$ cat config.mk
export PLATFORM = sky130hd
export DESIGN_NAME = ahb_out_stage
export DESIGN_NICKNAME = d
export VERILOG_FILES = /design/src/logic/ahb_out_pkg.sv /design/src/logic/ahb_port_mux.sv /design/src/logic/ahb_out_arb.sv /design/src/logic/ahb_addr_stage.sv /design/src/logic/ahb_data_stage.sv /design/src/logic/ahb_out_stage.sv
export VERILOG_INCLUDE_DIRS = /design/src /design/src/logic
export SDC_FILE = /design/constraint.sdc
export NUM_CORES = 1
export LEC_CHECK = 0
export ABC_AREA = 1
export BUFFER_PORTS_ARGS = -buffer_cell sky130_fd_sc_hd__clkbuf_2
export CORE_AREA = 2 2 166 168
export DETAILED_ROUTE_END_ITERATION = 7
export DIE_AREA = 0 0 168 170
export SYNTH_ARGS = -nofsm -noshare
export SYNTH_HDL_FRONTEND = slang
export SYNTH_SLANG_ARGS = --single-unit
$ cat constraint.sdc
create_clock -name HCLK -period 4.4 [get_ports HCLK]
set_input_delay 0.22 -clock HCLK [delete_from_list [all_inputs] [get_ports HCLK]]
set_output_delay 0.22 -clock HCLK [all_outputs]
set_load 0.03 [all_outputs]
$ cat src/logic/ahb_out_config.svh
// Widths of the fixed four-port output stage; AHB_PORT_W must stay 2 for four ports
`ifndef AHB_OUT_CONFIG_SVH
`define AHB_OUT_CONFIG_SVH

// --------------------------------------------------------------------------
// Bus widths
// --------------------------------------------------------------------------
`define AHB_ADDR_W   32  // HADDR width
`define AHB_DATA_W   32  // HWDATA width
`define AHB_MASTER_W 4   // HMASTER width

// --------------------------------------------------------------------------
// Port count
// --------------------------------------------------------------------------
`define AHB_PORT_W   2   // Index of one of four ports

`endif

$ cat src/logic/ahb_out_pkg.sv
// Shared types for the output stage; struct field order is the port packing order
`default_nettype none

`include "ahb_out_config.svh"

package ahb_out_pkg;

  // AHB HTRANS encoding
  typedef enum logic [1:0]
  {
    IDLE   = 2'b00,  // No transfer
    BUSY   = 2'b01,  // Burst pause
    NONSEQ = 2'b10,  // First beat
    SEQ    = 2'b11   // Burst continuation
  } htrans_t;

  // Input port index
  typedef logic [`AHB_PORT_W-1:0] port_idx_t;

  // Address phase fields of one port, MSB first
  typedef struct packed
  {
    logic                     sel;       // HSEL
    logic [`AHB_ADDR_W-1:0]   addr;      // HADDR
    htrans_t                  trans;     // HTRANS
    logic                     write;     // HWRITE
    logic [2:0]               size;      // HSIZE
    logic [2:0]               burst;     // HBURST
    logic [3:0]               prot;      // HPROT
    logic [`AHB_MASTER_W-1:0] master;    // HMASTER
    logic                     mastlock;  // HMASTLOCK
  } addr_ctrl_t;

endpackage

`default_nettype wire

$ cat src/logic/ahb_port_mux.sv
// Four-way payload selector; output is all zeros while i_en is low
`timescale 1ns/1ps
`default_nettype none

module ahb_port_mux
  import ahb_out_pkg::*;
#(
  parameter type payload_t = logic  // Routed payload
)
(
  input  port_idx_t i_sel,  // Routed port
  input  logic      i_en,   // Route enable
  input  payload_t  i_in0,  // Port 0 payload
  input  payload_t  i_in1,  // Port 1 payload
  input  payload_t  i_in2,  // Port 2 payload
  input  payload_t  i_in3,  // Port 3 payload
  output payload_t  o_out   // Selected payload
);

  always_comb
  begin : p_mux
    o_out = '0;  // Idle bus value
    if (i_en)
    begin
      case (i_sel)
        2'd0: o_out = i_in0;
        2'd1: o_out = i_in1;
        2'd2: o_out = i_in2;
        2'd3: o_out = i_in3;
      endcase
    end
  end

endmodule

`default_nettype wire

$ cat src/logic/ahb_out_arb.sv
// Round-robin burst arbiter; grant only moves on a ready edge, port 0 first after reset
`timescale 1ns/1ps
`default_nettype none

module ahb_out_arb
  import ahb_out_pkg::*;
(
  input  logic       HCLK,            // AHB clock
  input  logic       HRESETn,         // Sync reset, active low
  input  logic [3:0] i_req,           // Held transfer and select per port
  input  logic       i_ready,         // HREADYMUXM
  input  logic       i_hselm,         // Routed slave select
  input  htrans_t    i_htransm,       // Routed transfer type
  input  logic       i_hlock_arb,     // Lock level seen by arbitration
  output port_idx_t  o_addr_in_port,  // Address phase port
  output logic       o_no_port        // No port granted
);

  port_idx_t addr_in_port;  // Granted port, also last granted
  logic      no_port;       // Nothing granted
  port_idx_t next_port;     // Round-robin winner
  logic      next_no_port;  // No request pending
  logic      grant_hold;    // Keep current grant

  // --------------------------------------------------------------------------
  // Hold conditions
  // --------------------------------------------------------------------------
  // Rest of a burst stays with the current port, as does a locked sequence
  assign grant_hold = i_hlock_arb |
                      (i_hselm & ((i_htransm == BUSY) | (i_htransm == SEQ)));

  // --------------------------------------------------------------------------
  // Round-robin search
  // --------------------------------------------------------------------------
  // Walks offsets 4 down to 1 so the nearest port after the grant wins
  always_comb
  begin : p_next_grant
    port_idx_t cand;
    cand         = addr_in_port;
    next_port    = addr_in_port;  // Index kept with no requests
    next_no_port = 1'b1;
    for (int k = 4; k >= 1; k--)
    begin
      cand = addr_in_port + port_idx_t'(k);  // Offset 4 wraps to current port
      if (i_req[cand])
      begin
        next_port    = cand;
        next_no_port = 1'b0;
      end
    end
  end

  // --------------------------------------------------------------------------
  // Grant register
  // --------------------------------------------------------------------------
  always_ff @(posedge HCLK)
  begin : p_grant_reg
    if (!HRESETn)
    begin
      addr_in_port <= '1;    // Port 3 as last grant, port 0 goes first
      no_port      <= 1'b1;
    end
    else if (i_ready && !grant_hold)
    begin
      addr_in_port <= next_port;
      no_port      <= next_no_port;
    end
  end

  assign o_addr_in_port = addr_in_port;
  assign o_no_port      = no_port;

endmodule

`default_nettype wire

$ cat src/logic/ahb_addr_stage.sv
// Address phase routing; lock tracking assumes HMASTLOCK stays high across a deselect
`timescale 1ns/1ps
`default_nettype none

module ahb_addr_stage
  import ahb_out_pkg::*;
(
  input  logic       HCLK,            // AHB clock
  input  logic       HRESETn,         // Sync reset, active low
  input  port_idx_t  i_addr_in_port,  // Granted port
  input  logic       i_no_port,       // No port granted
  input  logic       i_ready,         // HREADYMUXM
  input  addr_ctrl_t i_port0,         // Port 0 address/control
  input  addr_ctrl_t i_port1,         // Port 1 address/control
  input  addr_ctrl_t i_port2,         // Port 2 address/control
  input  addr_ctrl_t i_port3,         // Port 3 address/control
  output addr_ctrl_t o_ctrl,          // Routed to slave
  output logic [3:0] o_active,        // One-hot active flags
  output logic       o_hlock_arb      // Lock level for arbiter
);

  addr_ctrl_t ctrl;       // Routed fields
  logic       hsel_lock;  // Locked sequence already started

  // Zero fields, so HSELM and HTRANSM idle, when nothing is granted
  ahb_port_mux #(
    .payload_t (addr_ctrl_t)
  ) u_addr_mux (
    .i_sel (i_addr_in_port),
    .i_en  (~i_no_port),
    .i_in0 (i_port0),
    .i_in1 (i_port1),
    .i_in2 (i_port2),
    .i_in3 (i_port3),
    .o_out (ctrl)
  );

  always_comb
  begin : p_active
    o_active = '0;
    if (!i_no_port)
      o_active[i_addr_in_port] = 1'b1;  // Flag the granted port
  end

  // --------------------------------------------------------------------------
  // Locked sequence tracking
  // --------------------------------------------------------------------------
  // Master may address another slave mid-lock with HSEL low; without this
  // register the arbiter would drop the lock and let another port in
  always_ff @(posedge HCLK)
  begin : p_hsel_lock
    if (!HRESETn)
      hsel_lock <= 1'b0;
    else if (i_ready)
    begin
      if (ctrl.sel && ctrl.trans[1] && ctrl.mastlock)
        hsel_lock <= 1'b1;  // Locked NONSEQ/SEQ seen
      else if (!ctrl.mastlock)
        hsel_lock <= 1'b0;  // Lock released
    end
  end

  // Mastlock masked by select unless the lock already began here
  assign o_hlock_arb = ctrl.mastlock & (hsel_lock | ctrl.sel);
  assign o_ctrl      = ctrl;

endmodule

`default_nettype wire

$ cat src/logic/ahb_data_stage.sv
// Data phase of the shared slave; HWDATAM is zero outside a selected data phase
`timescale 1ns/1ps
`default_nettype none

`include "ahb_out_config.svh"

module ahb_data_stage
  import ahb_out_pkg::*;
(
  input  logic                   HCLK,            // AHB clock
  input  logic                   HRESETn,         // Sync reset, active low
  input  port_idx_t              i_addr_in_port,  // Address phase port
  input  logic                   i_hselm,         // Routed slave select
  input  logic [`AHB_DATA_W-1:0] i_wdata0,        // Port 0 write data
  input  logic [`AHB_DATA_W-1:0] i_wdata1,        // Port 1 write data
  input  logic [`AHB_DATA_W-1:0] i_wdata2,        // Port 2 write data
  input  logic [`AHB_DATA_W-1:0] i_wdata3,        // Port 3 write data
  input  logic                   i_hreadyoutm,    // Slave HREADYOUT
  output logic [`AHB_DATA_W-1:0] o_hwdatam,       // Write data to slave
  output logic                   o_ready          // HREADYMUXM
);

  port_idx_t data_in_port;  // Port owning the data phase
  logic      slave_sel;     // Slave selected in data phase

  // Address phase moves into data phase on each completed beat
  always_ff @(posedge HCLK)
  begin : p_data_phase
    if (!HRESETn)
    begin
      data_in_port <= '0;
      slave_sel    <= 1'b0;
    end
    else if (o_ready)
    begin
      data_in_port <= i_addr_in_port;
      slave_sel    <= i_hselm;
    end
  end

  ahb_port_mux #(
    .payload_t (logic [`AHB_DATA_W-1:0])
  ) u_wdata_mux (
    .i_sel (data_in_port),
    .i_en  (slave_sel),
    .i_in0 (i_wdata0),
    .i_in1 (i_wdata1),
    .i_in2 (i_wdata2),
    .i_in3 (i_wdata3),
    .o_out (o_hwdatam)
  );

  // Slave stalls only its own data phase
  assign o_ready = slave_sel ? i_hreadyoutm : 1'b1;

endmodule

`default_nettype wire

$ cat src/logic/ahb_out_stage.sv
// AHB matrix output stage, four ports fixed; inputs must hold until the port is active
`timescale 1ns/1ps
`default_nettype none

`include "ahb_out_config.svh"

module ahb_out_stage
  import ahb_out_pkg::*;
(
  input  logic                     HCLK,            // AHB clock
  input  logic                     HRESETn,         // Sync reset, active low
  // Port 0
  input  logic                     i_sel_op0,       // HSEL
  input  logic [`AHB_ADDR_W-1:0]   i_addr_op0,      // HADDR
  input  logic [1:0]               i_trans_op0,     // HTRANS
  input  logic                     i_write_op0,     // HWRITE
  input  logic [2:0]               i_size_op0,      // HSIZE
  input  logic [2:0]               i_burst_op0,     // HBURST
  input  logic [3:0]               i_prot_op0,      // HPROT
  input  logic [`AHB_MASTER_W-1:0] i_master_op0,    // HMASTER
  input  logic                     i_mastlock_op0,  // HMASTLOCK
  input  logic [`AHB_DATA_W-1:0]   i_wdata_op0,     // HWDATA
  input  logic                     i_held_tran_op0, // Held transfer
  // Port 1
  input  logic                     i_sel_op1,
  input  logic [`AHB_ADDR_W-1:0]   i_addr_op1,
  input  logic [1:0]               i_trans_op1,
  input  logic                     i_write_op1,
  input  logic [2:0]               i_size_op1,
  input  logic [2:0]               i_burst_op1,
  input  logic [3:0]               i_prot_op1,
  input  logic [`AHB_MASTER_W-1:0] i_master_op1,
  input  logic                     i_mastlock_op1,
  input  logic [`AHB_DATA_W-1:0]   i_wdata_op1,
  input  logic                     i_held_tran_op1,
  // Port 2
  input  logic                     i_sel_op2,
  input  logic [`AHB_ADDR_W-1:0]   i_addr_op2,
  input  logic [1:0]               i_trans_op2,
  input  logic                     i_write_op2,
  input  logic [2:0]               i_size_op2,
  input  logic [2:0]               i_burst_op2,
  input  logic [3:0]               i_prot_op2,
  input  logic [`AHB_MASTER_W-1:0] i_master_op2,
  input  logic                     i_mastlock_op2,
  input  logic [`AHB_DATA_W-1:0]   i_wdata_op2,
  input  logic                     i_held_tran_op2,
  // Port 3
  input  logic                     i_sel_op3,
  input  logic [`AHB_ADDR_W-1:0]   i_addr_op3,
  input  logic [1:0]               i_trans_op3,
  input  logic                     i_write_op3,
  input  logic [2:0]               i_size_op3,
  input  logic [2:0]               i_burst_op3,
  input  logic [3:0]               i_prot_op3,
  input  logic [`AHB_MASTER_W-1:0] i_master_op3,
  input  logic                     i_mastlock_op3,
  input  logic [`AHB_DATA_W-1:0]   i_wdata_op3,
  input  logic                     i_held_tran_op3,
  // Shared slave
  input  logic                     i_hreadyoutm,    // Slave HREADYOUT
  output logic                     o_active_op0,    // Port 0 owns address phase
  output logic                     o_active_op1,    // Port 1 owns address phase
  output logic                     o_active_op2,    // Port 2 owns address phase
  output logic                     o_active_op3,    // Port 3 owns address phase
  output logic                     o_hselm,         // HSEL
  output logic [`AHB_ADDR_W-1:0]   o_haddrm,        // HADDR
  output logic [1:0]               o_htransm,       // HTRANS
  output logic                     o_hwritem,       // HWRITE
  output logic [2:0]               o_hsizem,        // HSIZE
  output logic [2:0]               o_hburstm,       // HBURST
  output logic [3:0]               o_hprotm,        // HPROT
  output logic [`AHB_MASTER_W-1:0] o_hmasterm,      // HMASTER
  output logic                     o_hmastlockm,    // HMASTLOCK
  output logic [`AHB_DATA_W-1:0]   o_hwdatam,       // HWDATA
  output logic                     o_hreadymuxm     // Transfer done
);

  addr_ctrl_t port_ctrl [4];  // Packed per-port fields
  addr_ctrl_t ctrl;           // Routed fields
  logic [3:0] req;            // Arbitration requests
  logic [3:0] active;         // One-hot active flags
  port_idx_t  addr_in_port;   // Granted port
  logic       no_port;        // Nothing granted
  logic       hlock_arb;      // Lock level for arbiter
  logic       ready;          // HREADYMUXM

  // --------------------------------------------------------------------------
  // Port packing, field order as addr_ctrl_t
  // --------------------------------------------------------------------------
  assign port_ctrl[0] = {i_sel_op0, i_addr_op0, i_trans_op0, i_write_op0, i_size_op0,
                         i_burst_op0, i_prot_op0, i_master_op0, i_mastlock_op0};
  assign port_ctrl[1] = {i_sel_op1, i_addr_op1, i_trans_op1, i_write_op1, i_size_op1,
                         i_burst_op1, i_prot_op1, i_master_op1, i_mastlock_op1};
  assign port_ctrl[2] = {i_sel_op2, i_addr_op2, i_trans_op2, i_write_op2, i_size_op2,
                         i_burst_op2, i_prot_op2, i_master_op2, i_mastlock_op2};
  assign port_ctrl[3] = {i_sel_op3, i_addr_op3, i_trans_op3, i_write_op3, i_size_op3,
                         i_burst_op3, i_prot_op3, i_master_op3, i_mastlock_op3};

  // Only a held transfer addressed to this slave competes
  assign req = {i_held_tran_op3 & i_sel_op3, i_held_tran_op2 & i_sel_op2,
                i_held_tran_op1 & i_sel_op1, i_held_tran_op0 & i_sel_op0};

  ahb_out_arb u_arb (
    .HCLK           (HCLK),
    .HRESETn        (HRESETn),
    .i_req          (req),
    .i_ready        (ready),
    .i_hselm        (ctrl.sel),
    .i_htransm      (ctrl.trans),
    .i_hlock_arb    (hlock_arb),
    .o_addr_in_port (addr_in_port),
    .o_no_port      (no_port)
  );

  ahb_addr_stage u_addr (
    .HCLK           (HCLK),
    .HRESETn        (HRESETn),
    .i_addr_in_port (addr_in_port),
    .i_no_port      (no_port),
    .i_ready        (ready),
    .i_port0        (port_ctrl[0]),
    .i_port1        (port_ctrl[1]),
    .i_port2        (port_ctrl[2]),
    .i_port3        (port_ctrl[3]),
    .o_ctrl         (ctrl),
    .o_active       (active),
    .o_hlock_arb    (hlock_arb)
  );

  ahb_data_stage u_data (
    .HCLK           (HCLK),
    .HRESETn        (HRESETn),
    .i_addr_in_port (addr_in_port),
    .i_hselm        (ctrl.sel),
    .i_wdata0       (i_wdata_op0),
    .i_wdata1       (i_wdata_op1),
    .i_wdata2       (i_wdata_op2),
    .i_wdata3       (i_wdata_op3),
    .i_hreadyoutm   (i_hreadyoutm),
    .o_hwdatam      (o_hwdatam),
    .o_ready        (ready)
  );

  // --------------------------------------------------------------------------
  // Slave outputs
  // --------------------------------------------------------------------------
  assign {o_active_op3, o_active_op2, o_active_op1, o_active_op0} = active;

  assign o_hselm      = ctrl.sel;
  assign o_haddrm     = ctrl.addr;
  assign o_htransm    = ctrl.trans;
  assign o_hwritem    = ctrl.write;
  assign o_hsizem     = ctrl.size;
  assign o_hburstm    = ctrl.burst;
  assign o_hprotm     = ctrl.prot;
  assign o_hmasterm   = ctrl.master;
  assign o_hmastlockm = ctrl.mastlock;
  assign o_hreadymuxm = ready;

endmodule

`default_nettype wire

==> key figures, run 1 <==
Layout
  • Area Overhead vs Synth: 87.2%
  • Final core utilization: 19.9%
  • Layout cells sized above 1: 47.4%
  • Final cell count without fillers: 1305
  • Nets: 1307
  • Design area: 5320 um2

Clock network
  • Hold_buf cts: 0
  • H-tree depth reported by CTS: 1
  • CTS tree: done
  • Clock Tree Buf Depth: 2
  • Post-CTS Setup Inserts: 0
  • CTS resizes: 0
  • CTS sink cnt: 7
  • Worst-Skew Late Latency: 0.23 ns
  • Cts bufs inserted: 3
  • Worst-path clk slew: 0.04 ns
  • Clk root buf: clkbuf_16

Floorplanning
  • Die Area: 28600 um2
  • Initial Util: 10.7%
  • Rows: 60
  • I/O pins: 427
  • DIE WIDTH: 168 um
  • Core area: 26700 um2
  • Die H: 170 um

STA
  • Endpoints failing hold: 0
  • Slew headroom: 21.3%
  • Post-route setup TNS: 0 ns
  • Final min period: 2.93 ns
  • RSZ-0062 raised after global routing: no
  • Period utilization: 66.6%
  • Final setup vio count: 0
  • Max Fclk: 0.341 GHz
  • Slew Limit Fails: 0
  • Actual slew at the worst max-slew pin: 1.18 ns
  • Clock skew: 0.000740 ns

Pwr
  • Tot Pwr: 2.57 mW
  • Logic pwr share: 89.4%
  • Psw: 1.70 mW
  • Leakage: 2.77 nW
  • Clock power share: 6.0%
  • Power per cell area: 484 nW/um2
  • Maximum vdd drop: 0.182 mV
  • Register share of total power: 4.6%
  • Internal power: 0.871 mW
  • Net Sw Frac: 66.1%

Synth
  • Mux contribution to synthesized area: 0%
  • Post-synth top area share: 35.0%
  • Main combinational cell family by area after synthesis: simple AND/OR/NAND/NOR gates
  • Post-Synthesis Cells: 574
  • Yosys cell types: 24
  • Syn Area/Cell: 4.95 um2
  • Fraction of registers with async set/reset: 0%
  • Compound-Gate Fraction of Synth Area: 39.4%
  • Post-synth EDFFs: 0
  • Yosys reg bits: 7
  • Top cells by area, synth: nand2_1, a31oi_1, a41oi_1
  • Post-Synthesis Cell Area: 2840 um2
  • Synth Area in Simple Gates: 42.4%
  • Main flop type after synthesis: dfxtp_1
  • Sequential fraction of the synthesis area: 4.94%
  • Post-synthesis net count: 918
  • Most common cell in the netlist: nand2_1
  • Commonest cells in the netlist: nand2_1, a21oi_1, a31oi_1
  • Synth Area in Adders: 2.20%
  • Post-Synth XOR/XNOR Area: 0%
  • Cell taking the most area after synthesis: nand2_1
  • Yosys warns: 0

Global routing
  • Global-route wire length before repair: 30.0 mm
  • GR Overflow Total: 0
  • Largest net degree at the start of global routing: 53
  • Initial antenna violation count: 3
  • Vias in the first global route: 5285
  • Global Route Usage Sum: 13.5%

Placement
  • Placed cell count: 1299
  • RePlAce Congestion: 0.869
  • PortBufs: 426
  • Hpwl dp: 17.6 mm
  • Post-DP Area: 5230 um2

Drt
  • Via/cell ratio: 4.32
  • Wirelength per Cell: 16.1 um
  • Routed Antenna Nets: 0
  • # DRC: 0
  • Drt first pass iters: 5
  • DRT iter0 DRCs: 316
  • DRT Wirelength: 21.0 mm
  • Via count: 5641

Setup path
  • Critical Path Sink Type: output port
  • CP Data Arrival Time: 2.71 ns
  • Worst EP required: 4.18 ns
  • Worst-path cell chain: inv_4, ha_2, inv_2, buf_4, o21ai_0, a31oi_1, clkbuf_2
  • Worst Setup Path Type: reg -> out
  • Setup crit start kind: register
  • WP buf/inv: 4
  • Family with the most delay on the worst path: buffers and inverters
  • Crit-path max FO: 42
  • Critical path's slowest cell: inv_2
  • Slowest stage delay, CP: 0.56 ns

Hold path
  • Worst Hold Class: in -> reg

Run
  • MaxCap Viol Count: 0

Run status
  • Status: finished clean
## cell usage in the layout, fill, tap and decap left out, types with 3 or more instances in the layout
cell type	netlist	final
o21ai_1	16	16
nor2_1	11	10
nand4_1	3	3
nand3_1	20	20
nand2_1	265	265
nor2_2	3	4
o21ai_0	36	36
dfxtp_1	7	7
inv_2	5	5
buf_4	0	8
a41oi_1	32	32
ha_2	0	4
inv_1	13	13
nand2_2	3	3
a21oi_1	52	52
a31oi_1	48	48
clkbuf_2	2	426
clkbuf_16	0	3
## per-layer routing
layer / wire length [um] / vias to the layer above / global-route usage [%]
met5: 8 / - / 0
met4: 418 / 2 / 3.29
met2: 11100 / 338 / 26.9
met3: 1790 / 20 / 2.88
li1: - / 2759 / -
met1: 7680 / 2522 / 14.4
## worst register-to-register path: stages (launching register included)
cell	delay, ns
dfxtp_1	0.55
inv_4	0.12
ha_2	0.22
inv_2	0.56
buf_4	0.34
nand2_1	0.07
o21ai_1	0.16
nand2_1	0.10
nand2_2	0.13
nand3_1	0.08
nand2_1	0.06
nand3_1	0.07
## metrics by stage
| stage | setup slack, ns | hold slack [ns] |
|---|---|---|
| finish | 1.47 | 0.256 |
| global route | 1.30 | 0.266 |
| CTS | 1.52 | 0.258 |
| detailed placement | 1.75 | 0.452 |
| global placement | 1.87 | 0.442 |
| floorplan | 2.35 | 0.305 |
## sequential cells by signal, indices dropped and copies added, names as in the netlist
signal                count
u_arb.o_addr_in_port      2
u_arb.o_no_port           1
u_data.slave_sel          1
u_data.data_in_port       2
u_addr.hsel_lock          1
## cells by family after synthesis
kind of cell	after synthesis
flops	7
buf+inv	70
fa+ha+maj	5
compound gates	186
simple gates	306
## path summary, 6_finish.rpt
kind | cells after the start | end | from | slack (ns)
setup / recovery | 7 | o_htransm[1] | u_arb.o_addr_in_port[0]$_SDFFE_PN1P_ | 1.47
hold / removal | 2 | u_arb.o_addr_in_port[0]$_SDFFE_PN1P_ | HRESETn | 0.26
setup reg to reg | 11 | u_arb.o_addr_in_port[1]$_SDFFE_PN1P_ | u_arb.o_addr_in_port[0]$_SDFFE_PN1P_ | 1.82
hold reg to reg | 2 | u_addr.hsel_lock$_SDFFE_PN0P_ | u_addr.hsel_lock$_SDFFE_PN0P_ | 0.46
## power groups by stage
stage / logic [mW] / clock network, mW / registers [mW]
after detailed placement: 2.31 / 0 / 0.120
final: 2.30 / 0.154 / 0.118
after global routing: 2.50 / 0.161 / 0.123
after global placement: 2.30 / 0 / 0.119
after floorplan: 1.56 / 0 / 0.0975
after CTS: 2.32 / 0.156 / 0.119
## cell type report
type                    count  area, um2
fillers                  3072      21300
multi-input cells         497       2390
repair buffers            434       2190
well taps                 341        427
flip-flops and latches      7        140
clock buffers               4       78.8
inverters                  20       77.6
diodes                      2       5.00
Power figures use the tool's default switching activity.
==> run 2, diff against run 1 <==
--- a/config.mk
+++ b/config.mk
@@ -6,11 +6,11 @@
 export SDC_FILE = /design/constraint.sdc
 export NUM_CORES = 1
 export LEC_CHECK = 0
-export ABC_AREA = 1
+export ABC_AREA = 0
 export BUFFER_PORTS_ARGS = -buffer_cell sky130_fd_sc_hd__clkbuf_2
-export CORE_AREA = 2 2 166 168
+export CORE_AREA = 2 2 167 169
 export DETAILED_ROUTE_END_ITERATION = 7
-export DIE_AREA = 0 0 168 170
+export DIE_AREA = 0 0 169 171
 export SYNTH_ARGS = -nofsm -noshare
 export SYNTH_HDL_FRONTEND = slang
 export SYNTH_SLANG_ARGS = --single-unit
==> constraint.sdc (replaced) <==
create_clock -name HCLK -period 2.8 [get_ports HCLK]
set_input_delay 0.14 -clock HCLK [delete_from_list [all_inputs] [get_ports HCLK]]
set_output_delay 0.14 -clock HCLK [all_outputs]
set_load 0.03 [all_outputs]
==> run 2 against run 1 <==
Against the previous run: non-clock buffer count up 2; final cell count down 14%; clock power up 59%; first-iteration DRC count up 55%; count of clock-buffer cells in the layout unchanged; register-to-register slack worse by 1.2 ns; die area up 1.2%; clock skew about the same; highest routed layer unchanged.
==> key figures, run 2 <==
Global routing
  • GR Overflow Total: 0
  • Largest net degree at the start of global routing: 70
  • Vias in the first global route: 4576
  • Global-route wire length before repair: 29.3 mm
  • Global Route Usage Sum: 13.9%
  • Initial antenna violation count: 5

Placement
  • PortBufs: 426
  • RePlAce Congestion: 0.862
  • Hpwl dp: 19.7 mm

STA
  • Period utilization: 91.0%
  • Post-route setup TNS: 0 ns
  • Actual slew at the worst max-slew pin: 0.694 ns
  • Final setup vio count: 0
  • Clock skew: 0.000781 ns
  • Endpoints failing hold: 0
  • Slew Limit Fails: 0
  • Slew headroom: 53.7%
  • Max Fclk: 0.392 GHz
  • Final min period: 2.55 ns
  • RSZ-0062 raised after global routing: no
  • Hold_ws: 0.179 ns

Pwr
  • Tot Pwr: 3.35 mW
  • Leakage: 2.84 nW
  • Power per cell area: 614 nW/um2
  • Maximum vdd drop: 0.215 mV

Clock network
  • Clk root buf: clkbuf_16
  • Cts bufs inserted: 3
  • Post-CTS Setup Inserts: 0
  • CTS resizes: 0
  • H-tree depth reported by CTS: 1
  • CTS sink cnt: 7
  • Worst-Skew Late Latency: 0.23 ns
  • Clock Tree Buf Depth: 2
  • Hold_buf cts: 0
  • Worst-path clk slew: 0.04 ns
  • CTS tree: done

Drt
  • Drt first pass iters: 7
  • Wirelength per Cell: 20.0 um
  • DRT Wirelength: 22.5 mm
  • Via/cell ratio: 4.44
  • DRT iter0 DRCs: 489
  • # DRC: 0
  • Via count: 4990
  • Routed Antenna Nets: 0

Layout
  • Area Overhead vs Synth: 90.1%
  • Layout cells sized above 1: 63.0%
  • Multi-input gate area: 2510 um2
  • Most frequent cells in the layout: clkbuf_2, nor2_1, a21oi_1
  • Nets: 1120
  • Register area: 143 um2
  • Commonest non-fill, non-tap cell in the layout: clkbuf_2
  • # fillers: 3169

Synth
  • Post-synth top area share: 25.9%
  • Syn Area/Cell: 7.50 um2
  • Yosys cell types: 36
  • Fraction of registers with async set/reset: 0%
  • Post-synthesis net count: 727
  • Cell taking the most area after synthesis: mux4_2
  • Sequential fraction of the synthesis area: 4.88%
  • Post-Synthesis Cell Area: 2870 um2
  • Top cells by area, synth: mux4_2, a222oi_1, nor2_1
  • Post-Synthesis Cells: 383
  • Commonest cells in the netlist: nor2_1, a21oi_1, a222oi_1
  • Yosys reg bits: 7
  • Post-synth EDFFs: 0
  • Yosys warns: 0
  • Most common cell in the netlist: nor2_1
  • Main flop type after synthesis: dfxtp_1

Setup path
  • Cell count of the worst reg-to-reg path: 7
  • CP Data Arrival Time: 2.41 ns
  • R2r setup slk: 0.58 ns
  • Worst reg2reg startpoint: u_arb.o_addr_in_port[1]$_SDFFE_PN1P_
  • Crit-path max FO: 47
  • Worst EP required: 2.66 ns
  • Critical Path Source: u_arb.o_addr_in_port[1]$_SDFFE_PN1P_
  • Setup crit start kind: register
  • Critical Path Sink Type: output port
  • Worst Setup Path Type: reg -> out
  • Reg2reg end: u_arb.o_addr_in_port[0]$_SDFFE_PN1P_
  • Setup crit end: o_haddrm[13]

Floorplanning
  • DIE WIDTH: 169 um
  • Initial Util: 10.5%
  • Core area: 27300 um2
  • Die Area: 28900 um2
  • I/O pins: 427
  • Rows: 61
  • Die H: 171 um

Run status
  • Status: finished clean

Run
  • MaxCap Viol Count: 0

Hold path
  • Worst Hold Class: in -> reg
## run 2: worst min path at each step
stage                     cells past startpoint  startpoint                      endpoint
after floorplan                               1     HRESETn  u_arb.o_no_port$_SDFFE_PN1P_
after global placement                        2     HRESETn  u_arb.o_no_port$_SDFFE_PN1P_
after detailed placement                      2     HRESETn  u_arb.o_no_port$_SDFFE_PN1P_
after CTS                                     2     HRESETn  u_arb.o_no_port$_SDFFE_PN1P_
after global routing                          2     HRESETn  u_arb.o_no_port$_SDFFE_PN1P_
final                                         2     HRESETn  u_arb.o_no_port$_SDFFE_PN1P_
## run 2: cell type report
class / instances / share of cell area (%)
tap: 346 / 7.93
inverter: 7 / 0.481
multi-input combinational: 321 / 46.0
sequential: 7 / 2.61
clock buffer: 4 / 1.44
timing repair buffer: 436 / 41.4
antenna: 3 / 0.138
## run 2: worst max-delay path, stage by stage, from the launching register on
cell and delay (ns):
dfxtp_1 0.48, inv_1 0.18, ha_2 0.27, buf_12 0.19
a222oi_1 0.51, nor2_1 0.10, a21oi_1 0.14, nor2_1 0.05
clkbuf_2 0.20
## run 2: stage by stage
stage                     instances  setup WS, ns  area, um2  util [%]
after detailed placement       1117         0.461       5370      19.7
after global placement         1117         0.491       5370      19.7
final                          1124         0.252       5460      20.0
after floorplan                 383         0.405       2870         -
after CTS                      1121         0.208       5450      19.9
after global routing           1121        0.0495       5450      19.9
## run 2: power by group
part	internal [mW]	total (mW)	switching, mW
Clock	0.190	0.245	0.0553
Sequential	0.123	0.181	0.0579
Combinational	1.15	2.93	1.78
Total	1.46	3.35	1.89
## run 2: per-layer routing
metal  GRT usage (%)  part of all wire (%)  vias to the layer above
met5               0                 0.058                        -
met4            1.19                  0.73                        2
met1            16.3                    39                     2337
met3            3.89                    10                       10
met2            26.0                    50                      352
li1                -                     -                     2289
## run 2: cell families (layout without fill, tap and decap cells)
group	after synthesis	in the layout	synth area share (%)
and+or+nand+nor	160	160	24.8
AOI/OAI and AO/OA	123	123	33.9
muxes	33	33	25.9
other	0	3	0
buffers and inverters	55	447	8.32
adders and majority gates	5	5	2.18
DFF	7	7	4.88
